--- src/cpu_word_pkg.sv ---
package cpu_word_pkg;

    // width of one general purpose register
    localparam int word_w = 32;

    // register or operand value
    typedef logic [word_w-1:0] word_t;

    // {hi, lo} pair, also a full 64-bit product
    typedef logic [2*word_w-1:0] dword_t;

endpackage

--- src/mdu_pkg.sv ---
package mdu_pkg;

    // operations handled by the multiply/divide unit
    typedef enum logic [2:0] {
        MD_MULT,
        MD_MULTU,
        MD_DIV,
        MD_DIVU,
        MD_MTHI,
        MD_MTLO
    } md_op_e;

    // src1 is the dividend for divides and the write value for mthi/mtlo
    typedef struct packed {
        md_op_e              op;
        cpu_word_pkg::word_t src1;
        cpu_word_pkg::word_t src2;
    } md_req_t;

    // hi takes the upper product or the remainder
    typedef struct packed {
        cpu_word_pkg::word_t hi;
        cpu_word_pkg::word_t lo;
    } md_res_t;

    // one quotient bit per iteration
    localparam int div_iter_n = 32;

    typedef logic [5:0] div_cnt_t;

    typedef enum logic [2:0] {
        DIV_IDLE,
        DIV_SETUP,
        DIV_RUN,
        DIV_FIX,
        DIV_DONE
    } div_state_e;

endpackage

--- src/md_divider.sv ---
`timescale 1ns/1ns

module md_divider (
    input  logic                clk,
    input  logic                rst,
    input  logic                flush,
    input  logic                start,
    input  logic                signed_mode,
    input  cpu_word_pkg::word_t dividend,
    input  cpu_word_pkg::word_t divisor,
    output logic                busy,
    output logic                done,
    output mdu_pkg::md_res_t    quot_rem
);

    mdu_pkg::div_state_e state;
    mdu_pkg::div_cnt_t   cnt;

    logic                signed_r;
    logic                sign_q;
    logic                sign_r;
    // quot starts out holding the dividend, bits shift out as quotient bits shift in
    cpu_word_pkg::word_t quot;
    cpu_word_pkg::word_t rem;
    cpu_word_pkg::word_t dvs;

    logic                        neg_dvd;
    logic                        neg_dvs;
    logic [cpu_word_pkg::word_w:0] rem_shift;
    logic [cpu_word_pkg::word_w:0] diff;

    assign neg_dvd = signed_r & quot[cpu_word_pkg::word_w-1];
    assign neg_dvs = signed_r & dvs[cpu_word_pkg::word_w-1];

    assign rem_shift = {rem, quot[cpu_word_pkg::word_w-1]};
    assign diff      = rem_shift - {1'b0, dvs};

    always_ff @(posedge clk) begin
        if (rst || flush) begin
            state <= mdu_pkg::DIV_IDLE;
            cnt   <= '0;
        end else begin
            case (state)
                mdu_pkg::DIV_IDLE: begin
                    if (start) begin
                        state <= mdu_pkg::DIV_SETUP;
                    end
                end
                mdu_pkg::DIV_SETUP: begin
                    cnt   <= '0;
                    state <= mdu_pkg::DIV_RUN;
                end
                mdu_pkg::DIV_RUN: begin
                    if (cnt == mdu_pkg::div_cnt_t'(mdu_pkg::div_iter_n - 1)) begin
                        state <= mdu_pkg::DIV_FIX;
                    end else begin
                        cnt <= cnt + 1'b1;
                    end
                end
                mdu_pkg::DIV_FIX: begin
                    state <= mdu_pkg::DIV_DONE;
                end
                default: begin
                    state <= mdu_pkg::DIV_IDLE;
                end
            endcase
        end
    end

    always_ff @(posedge clk) begin
        case (state)
            mdu_pkg::DIV_IDLE: begin
                if (start) begin
                    signed_r <= signed_mode;
                    quot     <= dividend;
                    dvs      <= divisor;
                end
            end
            mdu_pkg::DIV_SETUP: begin
                quot   <= neg_dvd ? -quot : quot;
                dvs    <= neg_dvs ? -dvs : dvs;
                rem    <= '0;
                // x/0 keeps an all-ones quotient whatever the signs
                sign_q <= (neg_dvd ^ neg_dvs) && (dvs != '0);
                sign_r <= neg_dvd;
            end
            mdu_pkg::DIV_RUN: begin
                if (!diff[cpu_word_pkg::word_w]) begin
                    rem  <= diff[cpu_word_pkg::word_w-1:0];
                    quot <= {quot[cpu_word_pkg::word_w-2:0], 1'b1};
                end else begin
                    rem  <= rem_shift[cpu_word_pkg::word_w-1:0];
                    quot <= {quot[cpu_word_pkg::word_w-2:0], 1'b0};
                end
            end
            mdu_pkg::DIV_FIX: begin
                // remainder follows the dividend sign
                quot <= sign_q ? -quot : quot;
                rem  <= sign_r ? -rem : rem;
            end
            default: begin
            end
        endcase
    end

    assign busy        = (state != mdu_pkg::DIV_IDLE);
    assign done        = (state == mdu_pkg::DIV_DONE);
    assign quot_rem.hi = rem;
    assign quot_rem.lo = quot;

    assert property (@(posedge clk) disable iff (rst)
        busy |-> !start)
        else $error("divider started while busy");

endmodule

--- src/md_issue.sv ---
`timescale 1ns/1ns

module md_issue (
    input  logic                 clk,
    input  logic                 rst,
    input  logic                 flush,
    input  mdu_pkg::md_req_t     req,
    input  logic                 req_valid,
    output logic                 req_ready,
    output mdu_pkg::md_res_t     res,
    output logic                 res_valid,
    input  logic                 res_ready,
    output cpu_word_pkg::word_t  hi,
    output cpu_word_pkg::word_t  lo,
    output logic                 mul_start,
    output logic                 mul_signed,
    output cpu_word_pkg::word_t  mul_a,
    output cpu_word_pkg::word_t  mul_b,
    output logic                 mul_advance,
    input  logic                 mul_done,
    input  cpu_word_pkg::dword_t mul_prod,
    output logic                 div_start,
    output logic                 div_signed,
    output cpu_word_pkg::word_t  div_dividend,
    output cpu_word_pkg::word_t  div_divisor,
    input  logic                 div_busy,
    input  logic                 div_done,
    input  mdu_pkg::md_res_t     div_quot_rem
);

    logic       is_mul;
    logic       is_div;
    logic       accept;
    logic       base_ready;
    logic       order_ok;
    logic       mul_load;
    // bit 0 mirrors multiplier stage one, bit 1 stage two
    logic [1:0] mul_tag;
    logic       mul_inflight;

    assign is_mul = (req.op == mdu_pkg::MD_MULT) || (req.op == mdu_pkg::MD_MULTU);
    assign is_div = (req.op == mdu_pkg::MD_DIV) || (req.op == mdu_pkg::MD_DIVU);

    // a held result freezes the multiply pipeline
    assign mul_advance  = !res_valid || res_ready;
    assign mul_inflight = |mul_tag;

    // div_busy also covers the cycle the divide result is handed over
    assign base_ready = !flush && !div_busy && mul_advance;
    // divides and register writes wait for earlier results to leave
    assign order_ok   = is_mul || (!mul_inflight && !res_valid);
    assign req_ready  = base_ready && order_ok;
    assign accept     = req_valid && req_ready;

    assign mul_start    = accept && is_mul;
    assign mul_signed   = (req.op == mdu_pkg::MD_MULT);
    assign mul_a        = req.src1;
    assign mul_b        = req.src2;
    assign div_start    = accept && is_div;
    assign div_signed   = (req.op == mdu_pkg::MD_DIV);
    assign div_dividend = req.src1;
    assign div_divisor  = req.src2;

    assign mul_load = mul_done && mul_advance;

    always_ff @(posedge clk) begin
        if (rst || flush) begin
            mul_tag <= 2'b00;
        end else if (mul_advance) begin
            mul_tag <= {mul_tag[0], mul_start};
        end
    end

    always_ff @(posedge clk) begin
        if (rst || flush) begin
            res_valid <= 1'b0;
        end else if (mul_load || div_done) begin
            res_valid <= 1'b1;
        end else if (res_ready) begin
            res_valid <= 1'b0;
        end
    end

    always_ff @(posedge clk) begin
        if (mul_load) begin
            res <= mdu_pkg::md_res_t'(mul_prod);
        end else if (div_done) begin
            res <= div_quot_rem;
        end
    end

    // hi/lo change together with the output register
    always_ff @(posedge clk) begin
        if (rst) begin
            hi <= '0;
            lo <= '0;
        end else if (!flush && mul_load) begin
            hi <= mul_prod[2*cpu_word_pkg::word_w-1:cpu_word_pkg::word_w];
            lo <= mul_prod[cpu_word_pkg::word_w-1:0];
        end else if (!flush && div_done) begin
            hi <= div_quot_rem.hi;
            lo <= div_quot_rem.lo;
        end else if (accept && req.op == mdu_pkg::MD_MTHI) begin
            hi <= req.src1;
        end else if (accept && req.op == mdu_pkg::MD_MTLO) begin
            lo <= req.src1;
        end
    end

    assert property (@(posedge clk) disable iff (rst || flush)
        res_valid && !res_ready |=> res_valid && $stable(res))
        else $error("result changed before it was taken");

    assert property (@(posedge clk) disable iff (rst)
        !(mul_done && div_done))
        else $error("multiply and divide finished together");

endmodule

--- src/md_multiplier.sv ---
`timescale 1ns/1ns

module md_multiplier (
    input  logic                 clk,
    input  logic                 rst,
    input  logic                 flush,
    input  logic                 start,
    input  logic                 signed_mode,
    input  cpu_word_pkg::word_t  a,
    input  cpu_word_pkg::word_t  b,
    input  logic                 advance,
    output logic                 done,
    output cpu_word_pkg::dword_t prod
);

    // stage one holds operands and mode
    logic                s1_valid;
    logic                s1_signed;
    cpu_word_pkg::word_t s1_a;
    cpu_word_pkg::word_t s1_b;

    // stage two holds the finished product
    logic                 s2_valid;
    cpu_word_pkg::dword_t s2_prod;

    // one signed 33x33 multiply serves both modes
    logic signed [cpu_word_pkg::word_w:0]     ext_a;
    logic signed [cpu_word_pkg::word_w:0]     ext_b;
    logic signed [2*cpu_word_pkg::word_w+1:0] full_prod;

    assign ext_a     = {s1_signed & s1_a[cpu_word_pkg::word_w-1], s1_a};
    assign ext_b     = {s1_signed & s1_b[cpu_word_pkg::word_w-1], s1_b};
    assign full_prod = ext_a * ext_b;

    always_ff @(posedge clk) begin
        if (rst || flush) begin
            s1_valid <= 1'b0;
            s2_valid <= 1'b0;
        end else if (advance) begin
            s1_valid <= start;
            s2_valid <= s1_valid;
        end
    end

    always_ff @(posedge clk) begin
        if (advance) begin
            s1_signed <= signed_mode;
            s1_a      <= a;
            s1_b      <= b;
            s2_prod   <= full_prod[2*cpu_word_pkg::word_w-1:0];
        end
    end

    assign done = s2_valid;
    assign prod = s2_prod;

    // an op that advances twice reaches the output stage
    assert property (@(posedge clk) disable iff (rst || flush)
        start && advance ##1 advance |=> done)
        else $error("multiplier lost an operation");

endmodule

--- src/mdu_top.sv ---
`timescale 1ns/1ns

module mdu_top (
    input  logic                clk,
    input  logic                rst,
    input  logic                flush,
    input  mdu_pkg::md_req_t    req,
    input  logic                req_valid,
    output logic                req_ready,
    output mdu_pkg::md_res_t    res,
    output logic                res_valid,
    input  logic                res_ready,
    output cpu_word_pkg::word_t hi,
    output cpu_word_pkg::word_t lo
);

    logic                 mul_start;
    logic                 mul_signed;
    cpu_word_pkg::word_t  mul_a;
    cpu_word_pkg::word_t  mul_b;
    logic                 mul_advance;
    logic                 mul_done;
    cpu_word_pkg::dword_t mul_prod;

    logic                 div_start;
    logic                 div_signed;
    cpu_word_pkg::word_t  div_dividend;
    cpu_word_pkg::word_t  div_divisor;
    logic                 div_busy;
    logic                 div_done;
    mdu_pkg::md_res_t     div_quot_rem;

    md_issue issue_i (
        .clk          (clk),
        .rst          (rst),
        .flush        (flush),
        .req          (req),
        .req_valid    (req_valid),
        .req_ready    (req_ready),
        .res          (res),
        .res_valid    (res_valid),
        .res_ready    (res_ready),
        .hi           (hi),
        .lo           (lo),
        .mul_start    (mul_start),
        .mul_signed   (mul_signed),
        .mul_a        (mul_a),
        .mul_b        (mul_b),
        .mul_advance  (mul_advance),
        .mul_done     (mul_done),
        .mul_prod     (mul_prod),
        .div_start    (div_start),
        .div_signed   (div_signed),
        .div_dividend (div_dividend),
        .div_divisor  (div_divisor),
        .div_busy     (div_busy),
        .div_done     (div_done),
        .div_quot_rem (div_quot_rem)
    );

    md_multiplier multiplier_i (
        .clk         (clk),
        .rst         (rst),
        .flush       (flush),
        .start       (mul_start),
        .signed_mode (mul_signed),
        .a           (mul_a),
        .b           (mul_b),
        .advance     (mul_advance),
        .done        (mul_done),
        .prod        (mul_prod)
    );

    md_divider divider_i (
        .clk         (clk),
        .rst         (rst),
        .flush       (flush),
        .start       (div_start),
        .signed_mode (div_signed),
        .dividend    (div_dividend),
        .divisor     (div_divisor),
        .busy        (div_busy),
        .done        (div_done),
        .quot_rem    (div_quot_rem)
    );

endmodule

--- config.mk ---
export PLATFORM = sky130hd
export DESIGN_NAME = mdu_top
export DESIGN_NICKNAME = d
export VERILOG_FILES = /design/src/cpu_word_pkg.sv /design/src/mdu_pkg.sv /design/src/md_divider.sv /design/src/md_issue.sv /design/src/md_multiplier.sv /design/src/mdu_top.sv
export SDC_FILE = /design/constraint.sdc
export NUM_CORES = 2
export LEC_CHECK = 0
export BUFFER_PORTS_ARGS = -buffer_cell sky130_fd_sc_hd__buf_4
export CAP_MARGIN = 20
export CORE_MARGIN = 4
export CORE_UTILIZATION = 65
export CTS_CLUSTER_DIAMETER = 100
export DETAILED_ROUTE_END_ITERATION = 10
export GPL_TIMING_DRIVEN = 0
export PLACE_DENSITY = 0.85
export SKIP_CTS_REPAIR_TIMING = 1
export SLEW_MARGIN = 20
export SYNTH_ARGS = -nofsm -noshare
export SYNTH_HDL_FRONTEND = slang
export SYNTH_HIERARCHICAL = 1
export SYNTH_SLANG_ARGS = --single-unit
--- constraint.sdc ---
create_clock -name clk -period 23.9 [get_ports clk]
set_input_delay 3.585 -clock clk [delete_from_list [all_inputs] [get_ports clk]]
set_output_delay 3.585 -clock clk [all_outputs]
set_load 0.005 [all_outputs]
==> summary.md <==
| Metric | Value |
|---|---|
| Setup Viol. Count Final | 0 |
| Area grow syn2layout | 7.45% |
| Vias in the first global route | 49.5k |
| Wirelength per Cell | 30.0 µm |
| Worst setup EP type | register |
| Synth Net Count | 7521 |
| Compound-Gate Fraction of Synth Area | 6.41% |
| Die Wd | 308 µm |
| Post-Synth XOR/XNOR Area | 2.71% |
| Initial antenna violation count | 26 |
| Final period util | 47.6% |
| CTS tree | done |
| Minimum hold slack | 0.481 ns |
| EDFF count, synth | 292 |
| Total die area | 0.0949 mm² |
| Tightest Pin Transition | 1.33 ns |
| Num CTS Buffers | 38 |
| Root Buffer | clkbuf_16 |
| Clock Skew | 0.0555 ns |
| Setup crit start kind | register |
| Final wirelength | 226 mm |
| Largest net degree at the start of global routing | 69 |
| RePlAce Congestion | 1.09 |
| Vias per cell | 6.34 |
| First-pass GRT wire length | 330 mm |
| Hold_sp | issue_i/hi[6] |
| Mux contribution to synthesized area | 2.89% |
| H-tree levels | 2 |
| Share of layout cells above drive strength 1 | 8.62% |
| Fraction of registers with async set/reset | 0% |
| Cell taking the most area after synthesis | fa_1 |
| Setup tns final | 0 ns |
| Max-cap violation count | 0 |
| FF-to-FF Start | multiplier_i/s1_signed |
| CP required | 24.24 ns |
| RSZ-0062 raised after global routing | no |
| Top FF cell, synth | edfxtp_1 |
| Starting Density | 65.9% |
| Syn_area_per_cell | 9.63 µm² |
| Antenna Violating Nets Remaining | 0 |
| Type of the worst min-delay path | register to register |
| Final Instance Area | 0.0629 mm² |
| Critical Setup Path Class | register to register |
| Later-pin clock latency in the skew report | 0.59 ns |
| All-Layer GR Usage | 48.7% |
| Outcome | finished clean |
| Arr. time, crit path | 11.72 ns |
| Max clock buf depth | 3 |
| Row cnt | 109 |
| Sequential area share after synthesis | 17.7% |
| Final #Nets | 7740 |
| CP Max Fanout | 11 |
| Reg clk slew, reported paths | 0.07 ns |
| Cell Area, Synth | 0.0585 mm² |
| #FFs+latches synth | 370 |
| Dominant cells by area after synthesis | fa_1, edfxtp_1, inv_1, nand2_1, ha_1 |
| Post-Synthesis Cells | 6075 |
| DP Area | 0.0614 mm² |
| Fin util | 70.8% |
| Rel. slew slack | 11.1% |
| Fin. Hold Viols | 0 |
| DR vias | 47.8k |
| Largest family of logic cells by synthesized area | adder cells |
| Core Box Area | 0.0888 mm² |
| DRC | 0 |
| Dpl hpwl | 184 mm |
| Die span in y | 308 µm |
| Initial DRT Pass Iterations | 10 |
| Synthesis warning total | 6 |
| Final Max Tran Viols | 0 |
| Synth Area in Simple Gates | 15.0% |
| I/O Pins | 202 |
| Initial DRC count | 6054 |
| Sink Count | 370 |
| Min cycle time layout | 11.38 ns |
| Synth unique cells | 88 |
| Port Buffers | 169 |
| Top cell type's share of synthesized area | 38.5% |
| Adder-cell share of the synthesized area | 43.8% |
| GR Overflow Total | 0 |
| Crit path from | multiplier_i/s1_signed |
| Fmax | 0.0879 GHz |
flip-flops by register name (all words and copies together), names as in the netlist, 2 cells and up:
signal / count
multiplier_i/s1_a: 32
multiplier_i/prod: 64
issue_i/res: 64
divider_i/quot: 32
issue_i/mul_tag: 2
divider_i/state: 3
issue_i/lo: 32
divider_i/dvs: 32
divider_i/rem: 32
issue_i/hi: 32
divider_i/cnt: 6
multiplier_i/s1_b: 32
cell usage after synthesis (all sizes together) (13+ instances only):
cell type / n
a21o: 52
a21oi: 124
a311o: 65
xor2: 67
dfxtp: 78
nor3: 111
nand3: 40
nand2: 950
nor4: 23
or4: 13
nor2b: 16
and3: 31
o21ai: 90
xnor2: 113
o22ai: 22
and2: 369
a211oi: 14
ha: 248
a31oi: 21
o22a: 17
fa: 1126
nor2: 144
edfxtp: 292
nand4: 23
inv: 1151
buf: 173
or2: 14
mux2: 65
mux2i: 96
clkbuf: 286
nand2b: 81
placed cells by master, fill, tap and decap left out, types with 39 or more instances in the layout:
cell	count
inv_1	1149
fa_1	1125
nand2_1	950
and2_1	369
buf_4	299
edfxtp_1	292
clkbuf_1	272
ha_1	248
nor2_1	143
a21oi_1	122
xnor2_1	112
nor3_1	111
mux2i_1	96
o21ai_0	83
nand2b_1	81
dfxtp_1	78
xor2_1	67
mux2_2	65
a311o_1	65
a21o_1	52
nand3_1	40
diode_2	39
clkbuf_16	39
final timing paths:
kind	to	slack (ns)	cells past startpoint
worst min register to register	issue_i/hi[6]	0.48	2
worst max register to register	multiplier_i/prod[63]	12.52	25
worst max-delay path	multiplier_i/prod[63]	12.52	25
worst min-delay path	issue_i/hi[6]	0.48	2
final cells by class:
cell class	instances	area, µm²
multi-input combinational	4090	41500
fill	6641	25900
sequential	370	10300
inverter	1151	4330
buffer	464	2450
tap	1165	1460
timing repair buffer	179	1430
clock buffer	49	1060
clock inverter	20	239
antenna	39	97.6
layer usage:
metal | track usage [%] | up-vias | part of all wire (%)
li1 | - | 19200 | -
met1 | 60.0 | 23300 | 34
met2 | 69.6 | 4093 | 41
met3 | 19.6 | 1172 | 15
met4 | 35.6 | 12 | 9.9
met5 | 0 | - | 0.077
kinds of logic (layout without fill, tap and decap cells):
kind of cell,after synthesis,after routing
multiplexers,161,161
AND/OR/NAND/NOR,1848,1848
adder cells (fa/ha/maj),1374,1374
other,0,39
AO/OA/AOI/OAI,527,527
XOR/XNOR,180,180
buffers and inverters,1615,1863
flip-flops,370,370
stage by stage:
step / worst slack [ns] / std cells
floorplan: 15.34 / 6075
global placement: 12.70 / 7409
detailed placement: 12.96 / 7417
CTS: 12.90 / 7486
global route: 12.20 / 7489
finish: 12.52 / 7527
critical path: stages, from the launching register on:
cell      delay (ns)
edfxtp_1        0.44
clkbuf_1        0.55
clkbuf_1        0.61
and3_1          0.32
fa_1            0.52
fa_1            0.57
fa_2            0.63
inv_1           0.29
fa_1            1.20
inv_1           0.36
fa_1            0.54
fa_1            0.55
inv_1           0.05
fa_1            0.45
fa_1            0.50
inv_1           0.04
ha_1            0.26
buf_2           0.17
nand4_1         0.31
nor4_2          0.68
nand3_1         0.16
a211oi_2        0.90
o21ai_1         0.25
a31oi_1         0.34
nor4b_1         0.10
a311o_1         0.32
Power is left out: the tool's default activity adds up to more than one toggle a clock period on the data nets, which glitch-free logic cannot reach.
